<file path="src/hdl/core_pkg.sv">
package core_pkg;

    localparam int data_w      = 32;
    localparam int reg_addr_w  = 5;
    localparam int sram_addr_w = 8;                  // word index
    localparam int sram_depth  = 1 << sram_addr_w;   // 256 words

    // operation handed over by decode
    typedef enum logic [3:0] {
        op_alu,     // result is the summed value
        op_ld_b,
        op_ld_bu,
        op_ld_h,
        op_ld_hu,
        op_ld_w,
        op_st_b,
        op_st_h,
        op_st_w
    } mem_op_t;

    localparam logic [5:0] ecode_ale = 6'h09;        // address alignment error

endpackage

</file>
<file path="src/hdl/wb_stage.sv">
`timescale 1ns/100ps

module wb_stage (
    input  logic                             clk,
    input  logic                             resetn,
    input  logic                             in_valid,
    output logic                             in_allowin,
    input  logic                             in_rf_we,
    input  logic [core_pkg::reg_addr_w-1:0]  in_rd,
    input  logic [core_pkg::data_w-1:0]      in_rf_wdata,
    input  logic [core_pkg::data_w-1:0]      in_pc,
    input  logic                             in_ale,
    input  logic [core_pkg::data_w-1:0]      in_bad_vaddr,
    input  logic                             commit_ready,
    output logic                             commit_valid,
    output logic                             commit_rf_we,
    output logic [core_pkg::reg_addr_w-1:0]  commit_rd,
    output logic [core_pkg::data_w-1:0]      commit_wdata,
    output logic [core_pkg::data_w-1:0]      commit_pc,
    output logic                             excep_valid,
    output logic [5:0]                       excep_code,
    output logic [core_pkg::data_w-1:0]      excep_badv,
    output logic                             wb_excep,
    output logic                             flush
);

    logic                            wb_valid;
    logic                            wb_rf_we;
    logic [core_pkg::reg_addr_w-1:0] wb_rd;
    logic [core_pkg::data_w-1:0]     wb_wdata;
    logic [core_pkg::data_w-1:0]     wb_pc;
    logic                            wb_ale;
    logic [core_pkg::data_w-1:0]     wb_bad_vaddr;

    assign in_allowin = !wb_valid || commit_ready;

    always_ff @(posedge clk) begin
        if (!resetn) begin
            wb_valid <= 1'b0;
        end else if (in_allowin) begin
            wb_valid <= in_valid && !flush;   // entry behind a fault is dropped
        end
    end

    always_ff @(posedge clk) begin
        if (in_valid && in_allowin) begin
            wb_rf_we     <= in_rf_we;
            wb_rd        <= in_rd;
            wb_wdata     <= in_rf_wdata;
            wb_pc        <= in_pc;
            wb_ale       <= in_ale;
            wb_bad_vaddr <= in_bad_vaddr;
        end
    end

    assign wb_excep = wb_valid && wb_ale;
    assign flush    = wb_excep && commit_ready;   // pulses as the fault leaves

    assign commit_valid = wb_valid && !wb_ale;
    assign commit_rf_we = wb_rf_we && wb_rd != '0;   // r0 is never written
    assign commit_rd    = wb_rd;
    assign commit_wdata = wb_wdata;
    assign commit_pc    = wb_pc;
    assign excep_valid  = wb_excep;
    assign excep_code   = core_pkg::ecode_ale;
    assign excep_badv   = wb_bad_vaddr;

endmodule

</file>
<file path="config.mk">
export PLATFORM = sky130hd
export DESIGN_NAME = wb_stage
export DESIGN_NICKNAME = d
export VERILOG_FILES = /design/src/hdl/core_pkg.sv /design/src/hdl/wb_stage.sv
export SDC_FILE = /design/constraint.sdc
export NUM_CORES = 1
export LEC_CHECK = 0
export BUFFER_PORTS_ARGS = -buffer_cell sky130_fd_sc_hd__buf_2
export CAP_MARGIN = 25
export CORE_UTILIZATION = 23
export CTS_CLUSTER_DIAMETER = 150
export DETAILED_ROUTE_END_ITERATION = 10
export PLACE_DENSITY = 0.47
export REMOVE_ABC_BUFFERS = 1
export SLEW_MARGIN = 20
export SYNTH_ARGS = -nofsm -noshare
export SYNTH_HDL_FRONTEND = slang
export SYNTH_SLANG_ARGS = --single-unit
</file>
<file path="constraint.sdc">
create_clock -name clk -period 9.2 [get_ports clk]
set_clock_uncertainty 0.1 [all_clocks]
set_input_delay 0 -clock clk [delete_from_list [all_inputs] [get_ports clk]]
set_output_delay 0 -clock clk [all_outputs]
set_load 0.01 [all_outputs]
</file>
==> flow_metrics.tcl <==
set metrics [dict create \
    status "completed" \
    drt_pass1_iterations 4 \
    comb_power_share 0.113 \
    syn-mean-instance-area_um2 26.5 \
    filler_cell_count 1213 \
    fin_cells 630 \
    synthDominantCellAreaShare 0.956 \
    die_w_um 121 \
    clk-insertion-delay-late_ps 340 \
    synth_largest_area_cell "sky130_fd_sc_hd__edfxtp_1" \
    initialDrtViolationCount 79 \
    worstSetupEndpointType "flop" \
    floorplan.initialDensity 0.240 \
    antenna_left 0 \
    ir_worst_vdd_mv 0.0928 \
    root_buffer "sky130_fd_sc_hd__clkbuf_16" \
    final-max-slew-violation-count 0 \
    design.final.nets 556 \
    grt_pass1_vias 2467 \
    p_switching_mw 0.213 \
    wirelength_mm 8.24 \
    worst-endpoint-required_ps 9070 \
    place.port_buffers 213 \
    grt_total_usage 0.111 \
    power.share.sequential 0.556 \
    worst_path_dominant_cell_family "buffers and inverters" \
    fmax_ghz 0.450 \
    critical_path.max_stage_delay_ps 750 \
    number_of_buffers_created_by_cts 9 \
    internal-power_mw 0.798 \
    grt_start_max_net_pins 72 \
    synth_edf_count 103 \
    post_cts_buffers 0 \
    p_per_area_mw_per_mm2 174 \
    synthesis.area_mm2 0.00324 \
    clock_power_share 0.331 \
    cts_sinks 104 \
    post_synth_fa_ha_maj_area_fraction 0 \
    worstPathCellList "nand2b_1 -> and2_4 -> buf_4" \
    ys_warn_count 0 \
    maximum_fanout_along_the_worst_path 71 \
    yosys.area_share.simple 0.0120 \
    detailed_place_hpwl_mm 5.59 \
    min_path_type "in2reg" \
    syn_to_final_growth_pct 79.2 \
    drive_gt1_frac 0.502 \
    coreArea_mm2 0.0135 \
    fp-row-count 42 \
    synth_top_cells_by_count "sky130_fd_sc_hd__edfxtp_1, sky130_fd_sc_hd__buf_4, sky130_fd_sc_hd__and2_1, sky130_fd_sc_hd__conb_1" \
    worst-path-buf-inv 1 \
    routedWlPerCell_um 13.1 \
    global_route_wire_length_before_repair_mm 12.0 \
    synthMostInstantiatedCell "sky130_fd_sc_hd__edfxtp_1" \
    worst_path_class_setup "reg2reg" \
    hold_viol_final 0 \
    postSynthCellCount 122 \
    finalWeightedCongestion 0.700 \
    area_share_of_xor_xnor_cells_in_the_synthesized_design 0 \
    tritoncts "done" \
    slew_headroom 0.393 \
    die_h_um 121 \
    worst-endpoint-arrival_ps 2090 \
    synth_seq_area_share 0.962 \
    yosys-mux-area-fraction 0 \
    combinational_family_with_the_most_area_after_synthesis "buffers and inverters" \
    clockBufferDepth 2 \
    die_area_mm2 0.0146 \
    drv.max_cap_violation_count 0 \
    sum_of_negative_setup_slack_ps 0 \
    async_flop_share 0 \
    leakagePower_nw 2.47 \
    synth_compound_gate_area_share 0.00773 \
    post_cts.resized_instances 0 \
    timing.final.setup_violations 0 \
    cts_htree_levels 3 \
    worst_setup_hold_path_clk_slew_ps 60 \
    ys_seq_elements 104 \
    ios 220 \
    period_needed_ps 2220 \
    netSwitchingFraction 0.211 \
    commonest_register_cell_after_synthesis "sky130_fd_sc_hd__edfxtp_1" \
    drcViolationCount 0 \
    setup_repair_after_global_routing_missed_its_margin "false" \
    number_of_antenna_violations_at_the_first_check_in_global_routing 0 \
    slew_at_the_pin_with_the_worst_max_slew_slack_ps 910 \
    post-place-cells 509 \
    share_of_the_clock_period_used_by_the_worst_path 0.241 \
    critPathSlowestCell "sky130_fd_sc_hd__buf_4" \
    vias 2350 \
    ys_top_cells_by_area "sky130_fd_sc_hd__edfxtp_1, sky130_fd_sc_hd__buf_4, sky130_fd_sc_hd__dfxtp_1" \
    post_drt_via_cell_ratio 3.73 \
    worst_setup_path_start_kind "flop" \
    antenna_diode_count 0 \
    gr-total-overflow 0 \
    yosys.cell_types.count 12 \
]
==> stage by stage <==
stage               instance area [um^2]  power (mW)  setup WS (ps)  hold slack (ps)  utilization
detailed placement                  4500       0.653           7000             78.1        0.333
global placement                    4500       0.652           7010             76.5        0.333
CTS                                 5800        1.03           6970              138        0.430
finish                              5800        1.01           6980              138        0.430
floorplan                           3200       0.601           5740            -1.13            -
global route                        5800        1.05           6790              151        0.430
==> layer usage <==
metal  routed length [um]  GRT usage  vias up  share of wire
li1                     -          -     1123              -
met1                 3410      0.124     1071           0.41
met5                    0          0        -              0
met4                  205     0.0656        0          0.025
met2                 3960      0.186      143           0.48
met3                  660     0.0358       13          0.080
==> cell families after synthesis <==
kind of cell           count (synthesis)
AO/OA/AOI/OAI                          3
buffers and inverters                  7
flip-flops                           104
other                                  2
AND/OR/NAND/NOR                        6
==> cell type report <==
cell class / instances / area, um^2 / area share
Sequential cell: 104 / 3110 / 0.537
Timing Repair Buffer: 319 / 2120 / 0.366
Clock inverter: 6 / 26.3 / 0.00453
Multi-Input combinational cell: 15 / 88.8 / 0.0153
Tap cell: 176 / 220 / 0.0380
Clock buffer: 10 / 229 / 0.0395
==> power groups by stage <==
stage	clock network, mW	logic, mW	registers [mW]
final	0.335	0.115	0.562
after global routing	0.365	0.124	0.564
after CTS	0.351	0.116	0.562
after detailed placement	0	0.0813	0.572
after global placement	0	0.0805	0.572
after floorplan	0	0.0116	0.590
==> path summary, 6_finish.rpt <==
kind | from | end | slack (ps) | cells past startpoint
max | wb_valid$_SDFFE_PN0P_ | excep_badv[14]$_DFFE_PP_ | 6980 | 3
min | in_valid | wb_ale$_DFFE_PP_ | 140 | 2
max reg2reg | wb_valid$_SDFFE_PN0P_ | excep_badv[14]$_DFFE_PP_ | 6980 | 3
min reg2reg | wb_valid$_SDFFE_PN0P_ | wb_ale$_DFFE_PP_ | 900 | 2
==> sequential cells by signal, indices dropped and copies added, names as in the netlist <==
signal,count
commit_pc,32
wb_valid,1
commit_rd,5
excep_badv,32
wb_ale,1
wb_rf_we,1
commit_wdata,32
==> what timing repair did <==
action,in CTS,in global routing
setup endpoints to repair,0,0
hold buffers,105,0
hold endpoints to repair,104,0
==> placed cells by master (no fill, tap or decap), types with 3 or more instances in the layout <==
cell	instances
sky130_fd_sc_hd__buf_2	213
sky130_fd_sc_hd__dlygate4sd3_1	105
sky130_fd_sc_hd__edfxtp_1	103
sky130_fd_sc_hd__clkbuf_16	9
sky130_fd_sc_hd__conb_1	6
sky130_fd_sc_hd__clkinv_1	3
sky130_fd_sc_hd__clkinv_2	3
Note: power is estimated with default switching activity, not from simulation.
