==> config.mk <==
export PLATFORM = sky130hd
export DESIGN_NAME = mem_stage
export DESIGN_NICKNAME = d
export VERILOG_FILES = /design/src/hdl/core_pkg.sv /design/src/hdl/mem_stage.sv
export SDC_FILE = /design/constraint.sdc
export NUM_CORES = 1
export LEC_CHECK = 0
export ABC_AREA = 1
export BUFFER_PORTS_ARGS = -buffer_cell sky130_fd_sc_hd__buf_2
export CAP_MARGIN = 20
export CORE_UTILIZATION = 40
export DETAILED_ROUTE_END_ITERATION = 10
export PLACE_DENSITY = 0.73
export SYNTH_ARGS = -nofsm -noshare
export SYNTH_HDL_FRONTEND = slang
export SYNTH_SLANG_ARGS = --single-unit
==> constraint.sdc <==
create_clock -name clk -period 14.8 [get_ports clk]
set_clock_uncertainty 0.05 [all_clocks]
set_input_delay 4.44 -clock clk [delete_from_list [all_inputs] [get_ports clk]]
set_output_delay 4.44 -clock clk [all_outputs]
set_load 0.05 [all_outputs]
==> src/hdl/core_pkg.sv <==
package core_pkg;

    localparam int data_w      = 32;
    localparam int reg_addr_w  = 5;
    localparam int sram_addr_w = 8;                  // word index
    localparam int sram_depth  = 1 << sram_addr_w;   // 256 words

    // operation handed over by decode
    typedef enum logic [3:0] {
        op_alu,     // result is the summed value
        op_ld_b,
        op_ld_bu,
        op_ld_h,
        op_ld_hu,
        op_ld_w,
        op_st_b,
        op_st_h,
        op_st_w
    } mem_op_t;

    localparam logic [5:0] ecode_ale = 6'h09;        // address alignment error

endpackage

==> src/hdl/mem_stage.sv <==
`timescale 1ns/100ps

module mem_stage (
    input  logic                             clk,
    input  logic                             resetn,
    input  logic                             in_valid,
    output logic                             in_allowin,
    input  core_pkg::mem_op_t                in_op,
    input  logic [core_pkg::reg_addr_w-1:0]  in_rd,
    input  logic                             in_rf_we,
    input  logic [core_pkg::data_w-1:0]      in_pc,
    input  logic [core_pkg::data_w-1:0]      in_alu_value,
    input  logic [1:0]                       in_addr_lo,
    input  logic                             in_ale,
    input  logic [core_pkg::data_w-1:0]      in_bad_vaddr,
    input  logic [core_pkg::data_w-1:0]      sram_rdata,
    input  logic                             wb_allowin,
    input  logic                             flush,
    output logic                             out_valid,
    output logic                             out_rf_we,
    output logic [core_pkg::reg_addr_w-1:0]  out_rd,
    output logic [core_pkg::data_w-1:0]      out_rf_wdata,
    output logic [core_pkg::data_w-1:0]      out_pc,
    output logic                             out_ale,
    output logic [core_pkg::data_w-1:0]      out_bad_vaddr,
    output logic                             mem_excep
);

    logic                            mem_valid;
    core_pkg::mem_op_t               mem_op;
    logic [core_pkg::reg_addr_w-1:0] mem_rd;
    logic                            mem_rf_we;
    logic [core_pkg::data_w-1:0]     mem_pc;
    logic [core_pkg::data_w-1:0]     mem_alu_value;
    logic [1:0]                      mem_addr_lo;
    logic                            mem_ale;
    logic [core_pkg::data_w-1:0]     mem_bad_vaddr;
    logic [15:0]                     half_data;
    logic [7:0]                      byte_data;
    logic                            is_store;

    assign in_allowin = !mem_valid || wb_allowin;

    always_ff @(posedge clk) begin
        if (!resetn) begin
            mem_valid <= 1'b0;
        end else if (flush) begin
            mem_valid <= 1'b0;
        end else if (in_allowin) begin
            mem_valid <= in_valid;
        end
    end

    always_ff @(posedge clk) begin
        if (in_valid && in_allowin) begin
            mem_op        <= in_op;
            mem_rd        <= in_rd;
            mem_rf_we     <= in_rf_we;
            mem_pc        <= in_pc;
            mem_alu_value <= in_alu_value;
            mem_addr_lo   <= in_addr_lo;
            mem_ale       <= in_ale;
            mem_bad_vaddr <= in_bad_vaddr;
        end
    end

    // lane select by low address bits
    assign half_data = mem_addr_lo[1] ? sram_rdata[31:16] : sram_rdata[15:0];

    always_comb begin
        case (mem_addr_lo)
            2'd0:    byte_data = sram_rdata[7:0];
            2'd1:    byte_data = sram_rdata[15:8];
            2'd2:    byte_data = sram_rdata[23:16];
            default: byte_data = sram_rdata[31:24];
        endcase
    end

    // extension, and alu value for everything that is not a load
    always_comb begin
        case (mem_op)
            core_pkg::op_ld_b:  out_rf_wdata = {{24{byte_data[7]}}, byte_data};
            core_pkg::op_ld_bu: out_rf_wdata = {24'b0, byte_data};
            core_pkg::op_ld_h:  out_rf_wdata = {{16{half_data[15]}}, half_data};
            core_pkg::op_ld_hu: out_rf_wdata = {16'b0, half_data};
            core_pkg::op_ld_w:  out_rf_wdata = sram_rdata;
            default:            out_rf_wdata = mem_alu_value;
        endcase
    end

    assign is_store = mem_op inside {core_pkg::op_st_b, core_pkg::op_st_h, core_pkg::op_st_w};

    assign out_valid     = mem_valid;
    assign out_rf_we     = mem_rf_we && !mem_ale && !is_store;
    assign out_rd        = mem_rd;
    assign out_pc        = mem_pc;
    assign out_ale       = mem_ale;
    assign out_bad_vaddr = mem_bad_vaddr;
    assign mem_excep     = mem_valid && mem_ale;   // level, back to EX

    // only halfword and word accesses can be misaligned
    a_ale_on_sized_access: assert property (@(posedge clk) disable iff (!resetn)
        (in_valid && in_ale) |-> in_op inside {core_pkg::op_ld_h, core_pkg::op_ld_hu,
            core_pkg::op_ld_w, core_pkg::op_st_h, core_pkg::op_st_w})
        else $error("mem_stage: alignment fault on a byte or alu operation");

endmodule

==> out/qor.txt, run 1 <==
Status -> finished clean
Die Ht -> 108 µm
1st-iter DRT viols -> 307
Main combinational cell family by area after synthesis -> simple AND/OR/NAND/NOR gates
Die X -> 108 µm
Final hold violations -> 0
Complex-gate fraction of the synthesized area -> 0.0257
Layout cells sized above 1 -> 0.488
CP endpoint -> out_rf_wdata[27]
# setup viols final -> 0
Hold-fix buffers, CTS -> 0
Most frequent CP cell -> buf_2
CTS sink count -> 110
Initial Util -> 0.414
GP Congestion -> 0.860
Final std cell area, no fill -> 6210 µm²
Post-Synth Simple-Gate Area -> 0.212
Max Cap Viol -> 0
Total Neg Setup Slack -> 0 ns
Cell at the root of the clock tree -> clkbuf_16
TritonCTS buffer count -> 9
Worst-margin pin slew -> 0.925 ns
Fmax -> 94.8 MHz
Crit path kind -> in -> out
Global-route wire length before repair -> 18.9 mm
Total wire length -> 13.1 mm
Crit path cell chain -> buf_2 -> inv_1 -> o21ai_1 -> nand3_1 -> nand4_1 -> buf_2
Vias -> 3700
P&R area growth vs syn -> 37.2%
Post-synthesis adder-cell area fraction -> 0
GR Util All Layers -> 0.223
Wire per inst -> 17.3 µm
Vias/cell -> 4.89
TritonCTS clock tree -> done
Sequential-to-total area share from yosys stat -> 0.728
R2r setup slk -> 12.55 ns
Fillers -> 950
GRT overflow -> 0
Slowest CP cell -> nand3_1
Top Ports -> 252
Critical Path RT -> 10.31 ns
Max IR drop VDD -> 0.102 mV
Unique masters post-synth -> 26
CP Max Fanout -> 16
H-tree levels -> 3
Clock latency on the worst-skew pair -> 0.34 ns
Unrepaired setup endpoints after global routing -> no
Commonest non-fill, non-tap cells in the layout -> buf_2 (251), nand2_1 (122), edfxtp_1 (109), nand3_1 (22), nor2_1 (17)
PwrDens -> 125 nW/µm²
CP arrival -> 6.06 ns
Longest Clk Path Bufs -> 2
Nets@finish -> 758
Worst setup startpoint -> sram_rdata[31]
Post-DP Area -> 5900 µm²
Mean Syn Cell Area -> 12.5 µm²
PortBufs -> 251
Antenna Nets Post-Route -> 0
Most common cell after layout, fill and taps aside -> buf_2
Leakage power -> 2.84 nW
Startpoint types -> input pin
Reg2reg path depth -> 3
Num rows -> 38
Hold Path Class -> reg -> reg
Syn_nets -> 507
Max incr delay on CP -> 0.66 ns
Yosys warnings -> 0
Mapped Cells -> 361
Worst R2R End -> mem_alu_value[24]
Area of the core -> 10900 µm²
Clk pin slew, worst setup/hold paths -> 0.07 ns
First-pass DRT Iterations -> 4
Initial antenna violation count -> 1
Vias in the first global route -> 3649
Xor and xnor fraction of the mapped netlist area -> 0
Min Tclk post-route -> 10.55 ns
CP endpoint kind -> primary output
Seq cells post-synth -> 110
Mux cell area share after synthesis -> 0
Post_cts resized -> 0
Tcrit/Tclk final -> 0.713
Residual DRC count -> 0
Largest net degree at the start of global routing -> 57
HPWL Detailed -> 10.1 mm
Slew Viols, Final -> 0
Ant diodes -> 0
Max-slew headroom -> 0.383
Reg2Reg Launch Point -> out_valid
Postcts setup bufs -> 0
Die area -> 11700 µm²
Mapped cell area -> 4520 µm²
==> power breakdown <==
part / internal [mW] / switching, mW
logic: 0.0391 / 0.122
clock network: 0.133 / 0.111
registers: 0.364 / 0.00644
total: 0.536 / 0.239
==> layout make-up <==
| class | count | area, µm² | share of cell area |
|---|---|---|---|
| clock inverters | 7 | 80.1 | 0.0129 |
| multi-input cells | 218 | 1090 | 0.175 |
| flip-flops and latches | 110 | 3290 | 0.531 |
| inverters | 20 | 75.1 | 0.0121 |
| repair buffers | 253 | 1270 | 0.205 |
| well taps | 140 | 175 | 0.0282 |
| clock buffers | 9 | 225 | 0.0363 |
==> metal layers <==
layer / track usage / routed length, µm
met3: 0.0766 / 1140
met2: 0.409 / 7040
met4: 0.0830 / 280
met5: 0 / 17
met1: 0.236 / 4640
==> worst min path at each step <==
stage / startpoint / endpoint / slack (ns) / cells after the start
4_1_cts: out_valid / out_valid / 0.63 / 2
6_report: out_valid / out_valid / 0.62 / 2
2_1_floorplan: out_valid / out_valid / 0.74 / 2
5_1_grt: out_valid / out_valid / 0.65 / 2
3_3_place_gp: out_valid / out_valid / 0.54 / 2
3_5_place_dp: out_valid / out_valid / 0.62 / 2
==> flip-flops by register name (all words and copies together), names as in the netlist <==
name           count
mem_addr_lo        2
mem_alu_value     32
mem_op             4
mem_rf_we          1
out_ale            1
out_bad_vaddr     32
out_pc            32
out_rd             5
out_valid          1
==> worst max-delay path, delay by kind of cell <==
family                 cells  cell delay (ns)
buffers and inverters      3             0.44
and+or+nand+nor            2             1.01
AOI/OAI and AO/OA          1             0.16
==> metrics by stage <==
stage	instances	power [mW]	utilization	setup WS, ns	hold slack, ns
finish	757	0.775	0.568	4.25	0.622
global route	757	0.799	0.568	4.08	0.651
CTS	757	0.781	0.568	4.26	0.629
detailed placement	741	0.539	0.540	4.26	0.618
global placement	741	0.536	0.540	4.36	0.543
floorplan	361	0.493	-	1.67	0.735
==> cell families after synthesis <==
logic type | count (synthesis)
and+or+nand+nor | 200
AOI/OAI and AO/OA | 18
buffers and inverters | 33
DFF | 110
==> cell usage after synthesis <==
cell	count	area [µm²]
buf_4	1	7.51
a221oi_1	1	8.76
buf_6	1	11.3
nand3_1	22	110
buf_8	1	15.0
inv_2	5	18.8
a21oi_1	3	15.0
inv_1	15	56.3
dfxtp_1	1	20.0
buf_2	8	40.0
nor2_1	17	63.8
nand2_2	11	68.8
nand2_4	2	22.5
edfxtp_1	109	3270
nand3_2	1	10.0
o21ai_1	1	5.00
nor2_4	1	11.3
nand4_1	11	68.8
nor3b_1	1	7.51
nor2_2	2	12.5
a22oi_1	8	60.1
a21boi_0	1	7.51
clkbuf_1	2	7.51
o21ai_0	4	20.0
nand2_1	122	458
nand4_2	10	125
(Power assumes the default switching activity.)
==> inputs of run 2 (changes only) <==
--- a/config.mk
+++ b/config.mk
@@ -10,7 +10,7 @@
 export CAP_MARGIN = 20
 export CORE_UTILIZATION = 40
 export DETAILED_ROUTE_END_ITERATION = 10
-export PLACE_DENSITY = 0.73
+export PLACE_DENSITY = 0.76
 export SYNTH_ARGS = -nofsm -noshare
 export SYNTH_HDL_FRONTEND = slang
 export SYNTH_SLANG_ARGS = --single-unit
==> constraint.sdc (replaced) <==
create_clock -name clk -period 9.04 [get_ports clk]
set_clock_uncertainty 0.05 [all_clocks]
set_input_delay 2.712 -clock clk [delete_from_list [all_inputs] [get_ports clk]]
set_output_delay 2.712 -clock clk [all_outputs]
set_load 0.05 [all_outputs]
==> run 2 against run 1 <==
Compared with the run above: register-to-register slack got worse by 6.1 ns; core utilization decreased by 0.069 points; largest cell class unchanged; sequential cell count stayed put; sequential power grew 64%; setup slack lost 2.4 ns.
==> out/qor.txt, run 2 (same netlist as run 1, synthesis figures left out) <==
TritonCTS clock tree -> done
Slew Viols, Final -> 0
Dpl cells -> 740
Hold Path Class -> reg -> reg
Layout cells sized above 1 -> 0.487
H-tree levels -> 3
Cell at the root of the clock tree -> clkbuf_16
Tot Pwr -> 1.27 mW
PwrDens -> 205 nW/µm²
Reg2reg path depth -> 2
Initial antenna violation count -> 0
Wire per inst -> 17.8 µm
Setup slack at placement -> 1.92 ns
Worst-margin pin slew -> 0.995 ns
GP Congestion -> 0.862
First-pass DRT Iterations -> 5
Worst R2R End -> mem_addr_lo[0]
Num rows -> 38
Slowest CP cell -> nand3_1
Critical path's top delay family -> simple AND/OR/NAND/NOR gates
Clk pin slew, worst setup/hold paths -> 0.07 ns
Fin cells -> 756
Total Neg Setup Slack -> 0 ns
Tcrit/Tclk final -> 0.794
Worst Hold Launch -> out_valid
Crit path cell chain -> buf_2 -> inv_1 -> o21ai_1 -> nand3_1 -> nand4_1 -> buf_2
PortBufs -> 251
Max IR drop VDD -> 0.143 mV
Final worst slack -> 1.86 ns
Nets@finish -> 757
Crit path kind -> in -> out
CP arrival -> 4.42 ns
TritonCTS buffer count -> 9
Die X -> 108 µm
Ant diodes -> 0
Post-DP Area -> 5890 µm²
CP Max Fanout -> 16
CTS sink count -> 110
Min Tclk post-route -> 7.18 ns
Reg2Reg Launch Point -> out_valid
P&R area growth vs syn -> 37.0%
CP endpoint kind -> primary output
Post_cts resized -> 0
Fmax -> 139 MHz
1st-iter DRT viols -> 357
Residual DRC count -> 0
Hold-fix buffers, CTS -> 0
Clock latency on the worst-skew pair -> 0.33 ns
Sum of buffers and inverters on the critical path -> 3
Antenna Nets Post-Route -> 0
Hold depth -> 2
Die area -> 11700 µm²
Leakage power -> 2.84 nW
Status -> finished clean
Hold_ws -> 0.625 ns
Vias/cell -> 5.04
Max Cap Viol -> 0
Commonest non-fill, non-tap cells in the layout -> buf_2 (251), nand2_1 (122), edfxtp_1 (109), nand3_1 (22), nor2_1 (17)
Top Ports -> 252
Max-slew headroom -> 0.337
Vias in the first global route -> 3692
Initial Util -> 0.414
Largest net degree at the start of global routing -> 83
GRT overflow -> 0
Critical Path RT -> 6.28 ns
Unrepaired setup endpoints after global routing -> no
HPWL Detailed -> 10.5 mm
Longest Clk Path Bufs -> 2
Final hold violations -> 0
Post-layout util -> 0.567
Vias -> 3812
R2r setup slk -> 6.49 ns
Global-route wire length before repair -> 19.3 mm
Total wire length -> 13.5 mm
Fillers -> 938
# setup viols final -> 0
Most common cell after layout, fill and taps aside -> buf_2
Hold endpoint -> out_valid
Final std cell area, no fill -> 6200 µm²
Postcts setup bufs -> 0
GR Util All Layers -> 0.228
Die Ht -> 108 µm
Most frequent CP cell -> buf_2
Startpoint types -> input pin
Area of the core -> 10900 µm²
Max incr delay on CP -> 0.68 ns
run 2: changes by cell type in the layout (fill, tap and decap cells not counted), sizes merged:
cell | previous run | this run
buf | 253 | 252
run 2: routing by layer:
layer,track usage,part of all wire,routed length (µm),vias to the layer above
met5,0,0,0,-
met3,0.0567,0.078,1060,33
met1,0.242,0.36,4790,1808
met2,0.423,0.54,7250,205
met4,0.105,0.029,387,0
li1,-,-,-,1766
run 2: area by class of cell:
| cell class | instances | area (µm²) | share of cell area |
|---|---|---|---|
| Inverter | 20 | 75.1 | 0.0121 |
| Tap cell | 140 | 175 | 0.0283 |
| Clock inverter | 7 | 80.1 | 0.0129 |
| Sequential cell | 110 | 3290 | 0.531 |
| Timing Repair Buffer | 252 | 1260 | 0.204 |
| Clock buffer | 9 | 225 | 0.0363 |
| Multi-Input combinational cell | 218 | 1090 | 0.175 |
run 2: power by group:
part	total [mW]	internal [mW]	switching, mW
Sequential	0.606	0.596	0.0107
Combinational	0.265	0.0638	0.201
Clock	0.398	0.218	0.180
run 2: tightest hold or removal path: stages (launching register included):
cell and delay, ns:
dfxtp_1 0.37, a21oi_1 0.20, nor3b_1 0.07
run 2: how the worst max path moves through the flow:
stage | endpoint | depth (start not counted) | slack, ns | startpoint
5_1_grt | out_rf_wdata[26] | 6 | 1.82 | sram_rdata[31]
3_3_place_gp | out_rf_wdata[25] | 6 | 2.05 | sram_rdata[31]
4_1_cts | out_rf_wdata[29] | 6 | 1.91 | sram_rdata[31]
3_5_place_dp | out_rf_wdata[29] | 6 | 1.92 | sram_rdata[31]
2_1_floorplan | mem_addr_lo[0] | 1 | 0.52 | in_valid
6_report | out_rf_wdata[29] | 6 | 1.86 | sram_rdata[31]
==> inputs of run 3 (changes only) <==
--- a/config.mk
+++ b/config.mk
@@ -10,7 +10,7 @@
 export CAP_MARGIN = 20
 export CORE_UTILIZATION = 40
 export DETAILED_ROUTE_END_ITERATION = 10
-export PLACE_DENSITY = 0.76
+export PLACE_DENSITY = 0.73
 export SYNTH_ARGS = -nofsm -noshare
 export SYNTH_HDL_FRONTEND = slang
 export SYNTH_SLANG_ARGS = --single-unit
==> constraint.sdc (replaced) <==
create_clock -name clk -period 7 [get_ports clk]
set_clock_uncertainty 0.05 [all_clocks]
set_input_delay 2.1 -clock clk [delete_from_list [all_inputs] [get_ports clk]]
set_output_delay 2.1 -clock clk [all_outputs]
set_load 0.05 [all_outputs]
==> run 3 against run 2 <==
Compared with the run above: worst hold slack lost 0.035 ns; critical endpoint is now out_rf_wdata[26]; routed wire length shrank 3.1%; combinational power grew 28%; sequential power grew 29%; sequential share of layout area grew 0.054 points; setup slack lost 0.71 ns; register-to-register slack lost 1.7 ns; count of clock-buffer cells in the layout is the same.
==> out/qor.txt, run 3 (same netlist as run 1, synthesis figures left out) <==
Tcrit/Tclk final -> 0.835
Post_cts resized -> 0
CTS sink count -> 110
Vias in the first global route -> 3587
Nets@finish -> 758
Unrepaired setup endpoints after global routing -> no
GP Congestion -> 0.861
TritonCTS buffer count -> 9
Clk pin slew, worst setup/hold paths -> 0.07 ns
Global-route wire length before repair -> 18.9 mm
Initial Util -> 0.414
Most common cell after layout, fill and taps aside -> buf_2
Setup slack at placement -> 1.18 ns
Sum of buffers and inverters on the critical path -> 3
Num rows -> 38
Largest net degree at the start of global routing -> 68
Hold endpoint -> out_valid
Max IR drop VDD -> 0.185 mV
Vias/cell -> 4.86
Die Ht -> 108 µm
Slew Viols, Final -> 0
Initial antenna violation count -> 1
Hold Path Class -> reg -> reg
Post-DP Area -> 5900 µm²
R2r setup slk -> 4.76 ns
GRT overflow -> 0
Die area -> 11700 µm²
Residual DRC count -> 0
PwrDens -> 261 nW/µm²
Antenna Nets Post-Route -> 0
Reg2reg path depth -> 3
First-pass DRT Iterations -> 4
CP Max Fanout -> 16
Clock latency on the worst-skew pair -> 0.35 ns
Worst-margin pin slew -> 0.900 ns
CP arrival -> 3.69 ns
Longest Clk Path Bufs -> 2
Critical path's top delay family -> simple AND/OR/NAND/NOR gates
Total Neg Setup Slack -> 0 ns
Max-slew headroom -> 0.399
HPWL Detailed -> 9.98 mm
Vias -> 3678
PortBufs -> 251
Max Cap Viol -> 0
Commonest non-fill, non-tap cells in the layout -> buf_2 (251), nand2_1 (122), edfxtp_1 (109), nand3_1 (22), nor2_1 (17)
Most frequent CP cell -> buf_2
Die X -> 108 µm
Total wire length -> 13.1 mm
Fmax -> 171 MHz
Leakage power -> 2.84 nW
H-tree levels -> 3
Startpoint types -> input pin
Fillers -> 946
Final worst slack -> 1.16 ns
Wire per inst -> 17.3 µm
Worst Hold Launch -> out_valid
GR Util All Layers -> 0.224
Top Ports -> 252
Area of the core -> 10900 µm²
Slowest CP cell -> nand3_1
1st-iter DRT viols -> 206
Final std cell area, no fill -> 6190 µm²
TritonCTS clock tree -> done
CP endpoint kind -> primary output
# setup viols final -> 0
Hold-fix buffers, CTS -> 0
Reg2Reg Launch Point -> out_valid
Worst R2R End -> mem_alu_value[18]
Critical Path RT -> 4.85 ns
Ant diodes -> 0
Postcts setup bufs -> 0
Crit path cell chain -> buf_2 -> inv_1 -> o21ai_1 -> nand3_1 -> nand4_1 -> buf_2
Hold depth -> 2
P&R area growth vs syn -> 36.9%
Crit path kind -> in -> out
Final hold violations -> 0
Min Tclk post-route -> 5.84 ns
Max incr delay on CP -> 0.64 ns
Status -> finished clean
Layout cells sized above 1 -> 0.489
Cell at the root of the clock tree -> clkbuf_16
==> run 3: cell count changes in the layout (fill, tap and decap cells not counted), sizes merged <==
cell      delta
inv          +1
clkinvlp     -1
bufinv       -1
clkinv       +1
buf          +1
==> run 3: where the power goes <==
group / total [mW] / internal [mW] / switching [mW]
Clock: 0.492 / 0.250 / 0.242
Sequential: 0.783 / 0.769 / 0.0139
Combinational: 0.340 / 0.0827 / 0.257
==> run 3: area by class of cell <==
| cell class | instances | area, µm² | share of cell area |
|---|---|---|---|
| flip-flops and latches | 110 | 3290 | 0.532 |
| repair buffers | 253 | 1270 | 0.205 |
| clock buffers | 9 | 225 | 0.0364 |
| inverters | 20 | 75.1 | 0.0121 |
| multi-input cells | 218 | 1090 | 0.175 |
| well taps | 140 | 175 | 0.0283 |
| clock inverters | 7 | 66.3 | 0.0107 |
==> run 3: how the worst max path moves through the flow <==
stage	startpoint	to	slack [ns]	cells after the start
after floorplan	wb_allowin	mem_addr_lo[0]	1.22	2
after CTS	sram_rdata[31]	out_rf_wdata[21]	1.17	6
after global routing	sram_rdata[31]	out_rf_wdata[27]	1.05	6
after detailed placement	sram_rdata[31]	out_rf_wdata[21]	1.18	6
final	sram_rdata[31]	out_rf_wdata[26]	1.16	6
after global placement	sram_rdata[31]	out_rf_wdata[25]	1.24	6
==> run 3: layer usage <==
metal | routed length (µm) | share of wire | global-route usage | up-vias
li1 | - | - | - | 1769
met5 | 17 | 0.0013 | 0 | -
met4 | 347 | 0.027 | 0.107 | 2
met3 | 1140 | 0.087 | 0.0874 | 23
met1 | 4610 | 0.35 | 0.230 | 1708
met2 | 6950 | 0.53 | 0.400 | 176
==> run 3: tightest hold or removal path, stage by stage (launching register included) <==
cell and delay [ns]:
dfxtp_1 0.37, a21oi_1 0.17, nor3b_1 0.06
==> run 3: stage by stage <==
stage / cells / hold WS, ns / power (mW) / utilization
final: 757 / 0.590 / 1.61 / 0.566
after global routing: 757 / 0.631 / 1.67 / 0.566
after CTS: 757 / 0.588 / 1.63 / 0.566
after detailed placement: 741 / 0.578 / 1.14 / 0.540
after global placement: 741 / 0.543 / 1.13 / 0.540
after floorplan: 361 / 0.750 / 1.04 / -
