<file path="config.mk">
export PLATFORM = sky130hd
export DESIGN_NAME = ex_stage
export DESIGN_NICKNAME = d
export VERILOG_FILES = /design/src/hdl/core_pkg.sv /design/src/hdl/ex_stage.sv
export SDC_FILE = /design/constraint.sdc
export NUM_CORES = 1
export LEC_CHECK = 0
export BUFFER_PORTS_ARGS = -buffer_cell sky130_fd_sc_hd__buf_4
export CORE_MARGIN = 4
export CORE_UTILIZATION = 48
export DETAILED_ROUTE_END_ITERATION = 10
export PLACE_DENSITY = 0.81
export SKIP_CTS_REPAIR_TIMING = 1
export SYNTH_ARGS = -nofsm -noshare
export SYNTH_HDL_FRONTEND = slang
export SYNTH_SLANG_ARGS = --single-unit
export TNS_END_PERCENT = 1
</file>
<file path="constraint.sdc">
create_clock -name clk -period 5.4 [get_ports clk]
set_clock_uncertainty 0.2 [all_clocks]
set_input_delay 1.08 -clock clk [delete_from_list [all_inputs] [get_ports clk]]
set_output_delay 1.08 -clock clk [all_outputs]
set_load 0.01 [all_outputs]
</file>
<file path="src/hdl/core_pkg.sv">
package core_pkg;

    localparam int data_w      = 32;
    localparam int reg_addr_w  = 5;
    localparam int sram_addr_w = 8;                  // word index
    localparam int sram_depth  = 1 << sram_addr_w;   // 256 words

    // operation handed over by decode
    typedef enum logic [3:0] {
        op_alu,     // result is the summed value
        op_ld_b,
        op_ld_bu,
        op_ld_h,
        op_ld_hu,
        op_ld_w,
        op_st_b,
        op_st_h,
        op_st_w
    } mem_op_t;

    localparam logic [5:0] ecode_ale = 6'h09;        // address alignment error

endpackage

</file>
<file path="src/hdl/ex_stage.sv">
`timescale 1ns/100ps

module ex_stage (
    input  logic                              clk,
    input  logic                              resetn,
    input  logic                              in_valid,
    output logic                              in_allowin,
    input  core_pkg::mem_op_t                 in_op,
    input  logic [core_pkg::reg_addr_w-1:0]   in_rd,
    input  logic                              in_rf_we,
    input  logic [core_pkg::data_w-1:0]       in_pc,
    input  logic [core_pkg::data_w-1:0]       in_base,
    input  logic [core_pkg::data_w-1:0]       in_offset,
    input  logic [core_pkg::data_w-1:0]       in_store_data,
    input  logic                              mem_allowin,
    input  logic                              mem_excep,
    input  logic                              wb_excep,
    input  logic                              flush,
    output logic                              out_valid,
    output core_pkg::mem_op_t                 out_op,
    output logic [core_pkg::reg_addr_w-1:0]   out_rd,
    output logic                              out_rf_we,
    output logic [core_pkg::data_w-1:0]       out_pc,
    output logic [core_pkg::data_w-1:0]       out_alu_value,
    output logic [1:0]                        out_addr_lo,
    output logic                              out_ale,
    output logic [core_pkg::data_w-1:0]       out_bad_vaddr,
    output logic                              sram_en,
    output logic [3:0]                        sram_we,
    output logic [core_pkg::sram_addr_w-1:0]  sram_addr,
    output logic [core_pkg::data_w-1:0]       sram_wdata
);

    logic                            ex_valid;
    core_pkg::mem_op_t               ex_op;
    logic [core_pkg::reg_addr_w-1:0] ex_rd;
    logic                            ex_rf_we;
    logic [core_pkg::data_w-1:0]     ex_pc;
    logic [core_pkg::data_w-1:0]     ex_base;
    logic [core_pkg::data_w-1:0]     ex_offset;
    logic [core_pkg::data_w-1:0]     ex_store_data;
    logic [core_pkg::data_w-1:0]     addr;
    logic                            is_half;
    logic                            is_word;
    logic                            is_store;
    logic                            ale;
    logic [3:0]                      st_strb;

    assign in_allowin = !ex_valid || mem_allowin;

    always_ff @(posedge clk) begin
        if (!resetn) begin
            ex_valid <= 1'b0;
        end else if (flush) begin
            ex_valid <= 1'b0;   // younger than the faulting entry
        end else if (in_allowin) begin
            ex_valid <= in_valid;
        end
    end

    always_ff @(posedge clk) begin
        if (in_valid && in_allowin) begin
            ex_op         <= in_op;
            ex_rd         <= in_rd;
            ex_rf_we      <= in_rf_we;
            ex_pc         <= in_pc;
            ex_base       <= in_base;
            ex_offset     <= in_offset;
            ex_store_data <= in_store_data;
        end
    end

    assign addr     = ex_base + ex_offset;
    assign is_half  = ex_op inside {core_pkg::op_ld_h, core_pkg::op_ld_hu, core_pkg::op_st_h};
    assign is_word  = ex_op inside {core_pkg::op_ld_w, core_pkg::op_st_w};
    assign is_store = ex_op inside {core_pkg::op_st_b, core_pkg::op_st_h, core_pkg::op_st_w};
    assign ale      = (is_half && addr[0]) || (is_word && addr[1:0] != 2'b00);

    // lane placement for stores
    always_comb begin
        case (ex_op)
            core_pkg::op_st_b: begin
                st_strb    = 4'b0001 << addr[1:0];
                sram_wdata = {4{ex_store_data[7:0]}};
            end
            core_pkg::op_st_h: begin
                st_strb    = addr[1] ? 4'b1100 : 4'b0011;
                sram_wdata = {2{ex_store_data[15:0]}};
            end
            core_pkg::op_st_w: begin
                st_strb    = 4'b1111;
                sram_wdata = ex_store_data;
            end
            default: begin
                st_strb    = 4'b0000;
                sram_wdata = ex_store_data;
            end
        endcase
    end

    // stores also wait for older exceptions to clear
    assign sram_en = ex_valid && ex_op != core_pkg::op_alu && !ale && mem_allowin && !flush
                  && !(is_store && (mem_excep || wb_excep));
    assign sram_we   = sram_en ? st_strb : 4'b0000;
    assign sram_addr = addr[core_pkg::sram_addr_w+1:2];

    assign out_valid     = ex_valid;
    assign out_op        = ex_op;
    assign out_rd        = ex_rd;
    assign out_rf_we     = ex_rf_we;
    assign out_pc        = ex_pc;
    assign out_alu_value = addr;
    assign out_addr_lo   = addr[1:0];
    assign out_ale       = ale;
    assign out_bad_vaddr = addr;

    a_flush_from_excep: assert property (@(posedge clk) disable iff (!resetn)
        flush |-> wb_excep)
        else $error("ex_stage: flush without a faulting entry in WB");

endmodule

</file>
==> results of run 1 <==
## per-stage QoR
step	cell area (um^2)	hold slack [ns]	std cells
after floorplan	6990	0.407	541
after global placement	9030	0.338	954
after detailed placement	9030	0.381	954
after CTS	9670	0.384	986
after global routing	9670	0.412	986
final	9670	0.384	986
## critical path, cell delays in order (launching register included)
cell and delay [ns]:
edfxtp_1 0.39, ha_1 0.24, fa_1 0.42, a21o_1 0.24, a221oi_4 0.36, a2bb2oi_2 0.23, nand2_1 0.10, or3_1 0.34
xor2_1 0.26, buf_4 0.18
## worst min path at each step
stage                     startpoint   endpoint  slack, ns  depth (start not counted)
after CTS                  out_valid  out_valid       0.38                          2
after global placement     out_valid  out_valid       0.34                          2
after floorplan            out_valid  out_valid       0.41                          2
after global routing       out_valid  out_valid       0.41                          2
final                      out_valid  out_valid       0.38                          2
after detailed placement   out_valid  out_valid       0.38                          2
## metal layers
metal	vias up	global-route usage, %
met5	-	0
li1	2503	-
met3	26	9.88
met4	0	7.04
met2	255	42.8
met1	2592	25.3
## synthesized netlist by cell type, types with 7 or more instances
library cell and count:
a21o_1 11, a21oi_1 48, buf_4 52, clkbuf_1 8, edfxtp_1 138, ha_1 31
inv_1 7, mux2_2 17, mux2i_1 9, nand2_1 35, nand3_1 10, nor2_1 27
nor3_1 9, o21ai_0 25, xnor2_1 17, xor2_1 10
## sequential cells by signal (all words and copies together) (netlist names)
signal         cells
out_valid          1
ex_offset         32
out_op             4
out_rf_we          1
ex_store_data     32
out_pc            32
ex_base           32
out_rd             5
## power by group through the flow
stage	Combinational, mW	Clock, mW	Sequential [mW]
6_report	0.770	1.24	1.29
5_1_grt	0.826	1.32	1.30
4_1_cts	0.774	1.27	1.29
3_5_place_dp	0.768	0	1.31
3_3_place_gp	0.756	0	1.31
2_1_floorplan	0.458	0	1.32
## final cells by class
cell class | instances | area, um^2 | area share, %
Multi-Input combinational cell | 326 | 2340 | 24.2
Tap cell | 180 | 225 | 2.33
Clock buffer | 18 | 439 | 4.54
Timing Repair Buffer | 302 | 2280 | 23.6
Sequential cell | 139 | 4160 | 43.0
Clock inverter | 14 | 201 | 2.08
Inverter | 7 | 26.3 | 0.272
## cells by family after synthesis
kind of cell	Yosys count
multiplexers	26
AO/OA/AOI/OAI	125
AND/OR/NAND/NOR	116
XOR/XNOR	27
flip-flops	139
adder cells (fa/ha/maj)	32
buffers and inverters	76
==> impl_results.md, run 1 <==
- Syn nets: 718
- NetSw: 0.901 mW
- Setup WS post-layout: 0.953 ns
- Syn avg cell area: 12.9 um^2
- Reg power frac: 39.0%
- Synth Register Bits: 139
- EDFF count, synth: 138
- Slew HR: 38.3%
- Cell depth of the worst flop-to-flop path: 3
- Setup crit end: out_bad_vaddr[18]
- Post-synth top area cell: edfxtp_1
- Root buf cell: clkbuf_16
- Simple-gate share of the synthesized area: 8.36%
- Final period utilization: 82.3%
- Critical path class: reg2out
- Cell Int Power: 2.40 mW
- Most frequent cells in the layout: buf_4, edfxtp_1, a21oi_1
- Clock transition at the registers of the reported paths: 0.06 ns
- Initial Util: 49.6%
- Wirelength per Cell: 20.3 um
- Crit path launch: ex_offset[0]
- Number of diodes: 0
- Critical path endpoint category: primary output
- Post-synthesis mux area share: 4.03%
- DR iter-0 viols: 339
- Crit Path Max Fanout: 4
- FFs w/ async S/R, synth: 0%
- Largest net degree at the start of global routing: 71
- Status: completed
- Critical Path Source Type: flop
- Compound-Gate Fraction of Synth Area: 11.8%
- Post-route ant nets: 0
- Pwr Density: 341 nW/um^2
- Ys flop type: edfxtp_1
- Main combinational cell family by area after synthesis: compound AO/OA/AOI/OAI gates
- Synth area leaders: edfxtp_1, buf_4, ha_1
- DRT Pass-1 Iters: 5
- Met2 WL post-DR: 10900 um
- Clock tree sinks: 139
- Total Wirelength: 20000 um
- Minimum clock period: 4.45 ns
- Vias in the first global route: 5489
- Fin nets: 970
- Worst VDD drop: 0.271 mV
- Number of buffers created by CTS: 17
- Cell count after synthesis: 541
- RSZ-0062 raised after global routing: no
- CORE AREA: 14100 um^2
- YS warnings: 0
- Max Root-Sink Buffers: 2
- Switching share of power: 27.3%
- Share of layout cells above drive strength 1: 45.5%
- Final hold violations: 0
- HPWL after DPL: 15500 um
- Fin. max-slew vios: 0
- DR DRC count: 0
- Met3 wire length: 1820 um
- CP Data Required Time: 4.12 ns
- Post-Route Utilization: 68.6%
- Die area: 16600 um^2
- Post-synthesis xor/xnor area fraction: 3.38%
- Die Height: 129 um
- Clock share of power: 37.6%
- Filler cell count: 998
- Combinational share of power: 23.3%
- Total GRT Usage: 23.7%
- Setup_tns: 0 ns
- Worst slew pin tran: 0.925 ns
- MaxCap Viol Count: 0
- Pre-CTS setup slack: 1.41 ns
- CTS tree: yes
- GP Congestion: 0.918
- FP Rows: 43
- Clock Latency Late Sink: 0.41 ns
- R2r startpoint: out_valid
- Top Layer Used: met4
- Vias per inst: 5.45
- Endpoints failing setup: 0
- Via count: 5376
- Most common cell after layout, fill and taps aside: buf_4
- Die W: 129 um
- Reg-to-Reg End: ex_offset[10]
- Seq/Total Area, Yosys: 59.6%
- Synth Cell Area: 6990 um^2
- R2R Setup Slk: 3.12 ns
- First-pass GRT wire length: 29600 um
- GRT overflow: 0
- Synth Area in Adders: 5.83%
- Min-Delay Path Class: reg2reg
- Post-synth cell types: 59
- Top Ports: 301
- Area Growth Syn to Fin: 38.4%
- Max Clock Freq: 0.225 GHz
- H-tree depth: 4
- Buffers on Ports: 300
- Static leakage: 4.13 nW
- Arrival time worst endpoint: 3.17 ns
- Initial antenna violation count: 0
- M1 WL: 6960 um
- Design Power: 3.30 mW
- Top cell type's share of synthesized area: 59.3%
Power figures use the tool's default switching activity.
==> run 2, diff against run 1 <==
Settings changed: ABC_AREA set to 1, CORE_UTILIZATION 48 to 49.
Clock period 5.4 ns to 4.45 ns, I/O delays scaled along.
==> run 2 against run 1 <==
Effect of this change: die area rose by 4.1%; non-clock buffer count shrank 1; first-iteration DRC count down 8.0%; sequential cell count unchanged; sequential power up 21%; clock power increased by 14%; critical path depth increased by 4; final cell count increased by 28%; via count rose by 14%; count of clock-buffer cells in the layout is 1 higher; highest routed layer is now met5.
==> impl_results.md, run 2 <==
- Initial antenna violation count: 2 (was 0)
- Synth area leaders: edfxtp_1, nand2_1, inv_1 (was edfxtp_1, buf_4, ha_1)
- Top Ports: 301 (unchanged)
- MaxCap Viol Count: 0 (unchanged)
- Count leader, synth: nand2_1 (was edfxtp_1)
- Min-Delay Path Class: in2reg (was reg2reg)
- Die area: 17200 um^2 (was 16600 um^2)
- Synth Register Bits: 139 (unchanged)
- FFs w/ async S/R, synth: 0% (unchanged)
- FP Rows: 44 (was 43)
- Area occupied by multi-input gates: 2420 um^2 (was 2340 um^2)
- Pwr Density: 382 nW/um^2 (was 341 nW/um^2)
- Max Clock Freq: 0.287 GHz
- Fin nets: 1244 (was 970)
- Number of diodes: 0 (unchanged)
- Placement Cell Area: 9560 um^2 (was 9030 um^2)
- Worst slew pin tran: 0.815 ns (was 0.925 ns)
- Buffers on Ports: 300 (unchanged)
- Total Wirelength: 19500 um (was 20000 um)
- Critical Path Source Type: flop (unchanged)
- CTS tree: yes (unchanged)
- Most common cell after layout, fill and taps aside: buf_4 (unchanged)
- DRT Pass-1 Iters: 5 (unchanged)
- Status: completed (unchanged)
- Syn nets: 978 (was 718)
- Hold path startpoint: in_store_data[20] (was out_valid)
- RSZ-0062 raised after global routing: no (unchanged)
- Clock Latency Late Sink: 0.40 ns (was 0.41 ns)
- Cell depth of the worst flop-to-flop path: 2 (was 3)
- Post-route ant nets: 0 (unchanged)
- Total GRT Usage: 22.4% (was 23.7%)
- R2r startpoint: out_valid (unchanged)
- Filler cell count: 1142 (was 998)
- Largest net degree at the start of global routing: 139 (was 71)
- Static leakage: 5.11 nW (was 4.13 nW)
- Post-synth cell types: 35 (was 59)
- Slowest cell on crit path: fa_1 (unchanged)
- EDFF count, synth: 138 (unchanged)
- Max Root-Sink Buffers: 2 (unchanged)
- FF/Latch Area: 4160 um^2 (unchanged)
- CORE AREA: 14700 um^2 (was 14100 um^2)
- DR DRC count: 0 (unchanged)
- Most Frequent Cell on Critical Path: nand2_1
- Vias in the first global route: 6016 (was 5489)
- Critical path class: reg2out (unchanged)
- Initial Util: 50.7% (was 49.6%)
- YS warnings: 0 (unchanged)
- Die Height: 131 um (was 129 um)
- Minimum clock period: 3.48 ns
- Seq/Total Area, Yosys: 55.9% (was 59.6%)
- Crit Path Max Fanout: 4 (unchanged)
- Die W: 131 um (was 129 um)
- Worst VDD drop: 0.297 mV (was 0.271 mV)
- R2R Setup Slk: 2.63 ns (was 3.12 ns)
- Setup_tns: 0 ns (unchanged)
- Final instance area: 10200 um^2 (was 9670 um^2)
- Hold EP: ex_store_data[20] (was out_valid)
- GRT overflow: 0 (unchanged)
- Syn avg cell area: 9.30 um^2 (was 12.9 um^2)
- Fin. max-slew vios: 0 (unchanged)
- H-tree depth: 4 (unchanged)
- GP Congestion: 0.888 (was 0.918)
- DR iter-0 viols: 312 (was 339)
- Final hold violations: 0 (unchanged)
- Root buf cell: clkbuf_16 (unchanged)
- Critical path endpoint category: primary output (unchanged)
- Area Growth Syn to Fin: 36.3% (was 38.4%)
- Synth Cell Area: 7450 um^2 (was 6990 um^2)
- Top cell type's share of synthesized area: 55.6% (was 59.3%)
- Final period utilization: 78.3%
- Via count: 6107 (was 5376)
- Wirelength per Cell: 15.4 um (was 20.3 um)
- Most frequent cells in the layout: buf_4, nand2_1, edfxtp_1 (was buf_4, edfxtp_1, a21oi_1)
- Worst hold stages: 1 (was 2)
- Vias per inst: 4.83 (was 5.45)
- CP max stage delay: 0.45 ns (was 0.42 ns)
- Slew HR: 45.7% (was 38.3%)
- Cell count after synthesis: 801 (was 541)
- CP cell instances: ha_1 > fa_1 > nand3_1 > nand3_1 > nand2_1 > nand2_2 > nand2_1 > nand2_2 > nand2_1 > nand2_1 > nand2_1 > nand2_1 > buf_4 (was ha_1 > fa_1 > a21o_1 > a221oi_4 > a2bb2oi_2 > nand2_1 > or3_1 > xor2_1 > buf_4)
- Share of layout cells above drive strength 1: 33.1% (was 45.5%)
- HPWL after DPL: 15400 um (was 15500 um)
- Synth top cells by count: nand2_1, edfxtp_1, inv_1 (was edfxtp_1, buf_4, a21oi_1)
- Clock transition at the registers of the reported paths: 0.06 ns (about the same)
- Ys flop type: edfxtp_1 (unchanged)
- Clock tree sinks: 139 (unchanged)
- First-pass GRT wire length: 30500 um (was 29600 um)
- CP Data Required Time: 3.36 ns (was 4.12 ns)
- Arrival time worst endpoint: 2.39 ns (was 3.17 ns)
- Reg-to-Reg End: ex_offset[23] (was ex_offset[10])
- Number of buffers created by CTS: 17 (unchanged)
- Endpoints failing setup: 0 (unchanged)
- Post-synth top area cell: edfxtp_1 (unchanged)
==> run 2: kinds of logic (layout without fill, tap and decap cells) <==
logic type                 count (synthesis)  in the layout  synth area share [%]
and+or+nand+nor                          386            386                  21.4
DFF                                      139            139                  55.9
adders and majority gates                 32             32                  5.48
buffers and inverters                    180            459                  11.7
AOI/OAI and AO/OA                         48             48                  3.65
xor gates and xnor gates                  16             16                  1.88
==> run 2: cell type report <==
class / instances / area share, %
sequential: 139 / 41.0
tap: 184 / 2.27
clock buffer: 19 / 4.26
timing repair buffer: 301 / 22.4
multi-input combinational: 482 / 23.9
inverter: 126 / 4.67
clock inverter: 13 / 1.55
==> run 2: worst max path at each step <==
stage                     depth (start not counted)                end   startpoint  slack [ns]
after floorplan                                   2         ex_base[0]  mem_allowin        0.47
after global placement                           13  out_bad_vaddr[28]   ex_base[0]        1.41
after detailed placement                         13  out_alu_value[28]   ex_base[0]        1.37
after CTS                                        13  out_alu_value[28]   ex_base[0]        0.91
after global routing                             13  out_alu_value[28]   ex_base[0]        0.74
final                                            13  out_alu_value[28]   ex_base[0]        0.97
==> run 2: through the flow <==
stage / std cells / power [mW] / setup WS, ns / util [%] / hold slack (ns)
after global placement: 1232 / 2.48 / 1.41 / 65.1 / 0.421
final: 1264 / 3.88 / 0.966 / 69.1 / 0.446
after CTS: 1264 / 3.91 / 0.915 / 69.1 / 0.437
after floorplan: 801 / 2.14 / 0.466 / - / 0.424
after global routing: 1264 / 4.07 / 0.735 / 69.1 / 0.431
after detailed placement: 1232 / 2.50 / 1.37 / 65.1 / 0.444
==> run 2: layer usage <==
metal | up-vias | routed length, um | track usage [%]
li1 | 3055 | - | -
met1 | 2769 | 7110 | 24.2
met2 | 247 | 9820 | 39.1
met3 | 32 | 2040 | 10.4
met4 | 4 | 459 | 7.29
met5 | - | 34 | 0
==> run 2: worst max-delay path, delay by kind of cell (launching register included) <==
kind          cells  cell delay [ns]
fa+ha+maj         2             0.69
buf+inv           1             0.14
flops             1             0.37
simple gates     10             0.78
==> run 2: report_power, final <==
group          internal [mW]  switching (mW)
clock network          0.841           0.565
registers               1.53          0.0299
logic                  0.426           0.487
==> run 3, diff against run 2 <==
Clock period 4.45 ns to 3.65 ns, I/O delays scaled along.
==> run 3 against run 2 <==
Effect of this change: final cell count is 0.16% higher; total power is 23% higher; highest routed layer unchanged; sequential share of layout area is 0.21 points lower; largest power group unchanged; die area stayed put; sequential power is 22% higher; combinational power is 23% higher; global-route usage is 0.28 points higher; critical path type unchanged; clock power is 24% higher; non-clock buffer count is 2 higher; critical path depth stayed put.
==> impl_results.md, run 3 (synthesized netlist as in run 2, its figures left out) <==
- Cell depth of the worst flop-to-flop path: 2 (unchanged)
- Critical Path Source Type: flop (unchanged)
- Pwr Density: 468 nW/um^2 (was 382 nW/um^2)
- Worst VDD drop: 0.537 mV (was 0.297 mV)
- Die W: 131 um (unchanged)
- Arrival time worst endpoint: 2.41 ns (was 2.39 ns)
- Buffers on Ports: 300 (unchanged)
- Worst hold stages: 2 (was 1)
- Die area: 17200 um^2 (unchanged)
- Number of buffers created by CTS: 17 (unchanged)
- Number of diodes: 0 (unchanged)
- Fin nets: 1246 (was 1244)
- Cell Int Power: 3.43 mW (was 2.80 mW)
- Minimum clock period: 3.34 ns
- Static leakage: 5.13 nW (was 5.11 nW)
- Clock Latency Late Sink: 0.42 ns (was 0.40 ns)
- Endpoints failing setup: 0 (unchanged)
- Combinational share of power: 23.4% (was 23.5%)
- Total Wirelength: 19400 um (was 19500 um)
- NetSw: 1.35 mW (was 1.08 mW)
- Die Height: 131 um (unchanged)
- DRT Pass-1 Iters: 5 (unchanged)
- Wirelength per Cell: 15.3 um (was 15.4 um)
- Final hold violations: 0 (unchanged)
- Via count: 6085 (was 6107)
- Switching share of power: 28.3% (was 27.9%)
- Final period utilization: 91.5%
- Fin. max-slew vios: 0 (unchanged)
- Largest net degree at the start of global routing: 61 (was 139)
- Critical path endpoint category: primary output (unchanged)
- CORE AREA: 14700 um^2 (unchanged)
- Max Root-Sink Buffers: 2 (unchanged)
- Total GRT Usage: 22.7% (was 22.4%)
- DR DRC count: 0 (unchanged)
- Vias in the first global route: 6083 (was 6016)
- GRT overflow: 0 (unchanged)
- Clock share of power: 36.7% (was 36.2%)
- Non-Filler Instances: 1266 (was 1264)
- Filler cell count: 1143 (was 1142)
- GP Congestion: 0.881 (was 0.888)
- Vias per inst: 4.81 (was 4.83)
- Status: completed (unchanged)
- Most common cell after layout, fill and taps aside: buf_4 (unchanged)
- Worst slew pin tran: 0.697 ns (was 0.815 ns)
- Cell count after placement: 1234 (was 1232)
- Pre-CTS setup slack: 0.724 ns (was 1.37 ns)
- Top Ports: 301 (unchanged)
- Post-route ant nets: 0 (unchanged)
- Min-Delay Path Class: in2reg (unchanged)
- Initial antenna violation count: 1 (was 2)
- Initial Util: 50.7% (unchanged)
- Reg power frac: 39.8% (was 40.2%)
- Setup WS post-layout: 0.312 ns (was 0.966 ns)
- Root buf cell: clkbuf_16 (unchanged)
- Crit Path Max Fanout: 4 (unchanged)
- MaxCap Viol Count: 0 (unchanged)
- Clock tree sinks: 139 (unchanged)
- Most frequent cells in the layout: buf_4, nand2_1, edfxtp_1 (unchanged)
- Critical path class: reg2out (unchanged)
- HPWL after DPL: 15700 um (was 15400 um)
- Clock transition at the registers of the reported paths: 0.06 ns (about the same)
- Design Power: 4.78 mW (was 3.88 mW)
- Share of layout cells above drive strength 1: 33.5% (was 33.1%)
- H-tree depth: 4 (unchanged)
- Post-Route Utilization: 69.4% (was 69.1%)
- CP Data Required Time: 2.72 ns (was 3.36 ns)
- Slew HR: 53.4% (was 45.7%)
- First-pass GRT wire length: 31100 um (was 30500 um)
- Area Growth Syn to Fin: 37.0% (was 36.3%)
- RSZ-0062 raised after global routing: no (unchanged)
- DR iter-0 viols: 337 (was 312)
- FP Rows: 44 (unchanged)
- CTS tree: yes (unchanged)
- Max Clock Freq: 0.300 GHz
## run 3: routing by layer
metal  part of all wire [%]  GRT usage [%]  wire length [um]  up-vias
li1                       -              -                 -     3056
met1                     36           24.8              7030     2753
met2                     51           39.4              9850      245
met3                     11           10.9              2160       29
met4                    1.8           6.36               358        2
met5                   0.10              0                20        -
## run 3: metrics by stage
step | hold WS, ns | cell area, um^2 | TNS (ns)
floorplan | 0.421 | 7470 | -3.47
global placement | 0.411 | 9600 | 0
detailed placement | 0.413 | 9600 | 0
CTS | 0.269 | 10200 | 0
global route | 0.253 | 10200 | 0
finish | 0.280 | 10200 | 0
## run 3: power by group through the flow
stage | Sequential, mW | Combinational, mW | Clock [mW]
6_report | 1.90 | 1.12 | 1.75
3_5_place_dp | 1.94 | 1.12 | 0
5_1_grt | 1.91 | 1.23 | 1.87
3_3_place_gp | 1.93 | 1.10 | 0
2_1_floorplan | 1.95 | 0.661 | 0
4_1_cts | 1.90 | 1.13 | 1.78
## run 3: final cells by class
| type | count | area, um^2 | share of cell area [%] |
|---|---|---|---|
| flip-flops and latches | 139 | 4160 | 40.8 |
| multi-input cells | 482 | 2420 | 23.7 |
| repair buffers | 303 | 2300 | 22.5 |
| inverters | 126 | 482 | 4.72 |
| clock buffers | 18 | 429 | 4.20 |
| well taps | 184 | 230 | 2.26 |
| clock inverters | 14 | 179 | 1.75 |
## run 3: final timing paths
path | startpoint | endpoint | slack (ns)
max | ex_base[0] | out_alu_value[20] | 0.31
max reg2reg | out_valid | ex_offset[28] | 1.75
min reg2reg | out_valid | out_valid | 0.42
min | flush | out_valid | 0.28
## run 3: critical path: stages (launching register included)
cell      delay [ns]
edfxtp_1        0.37
ha_1            0.25
fa_1            0.44
nand3_1         0.11
nand3_1         0.10
nand2_1         0.09
nand2_2         0.08
nand2_1         0.08
nand2_2         0.07
nand2_1         0.09
nand2_1         0.05
nand2_1         0.05
nand2_1         0.06
buf_4           0.15
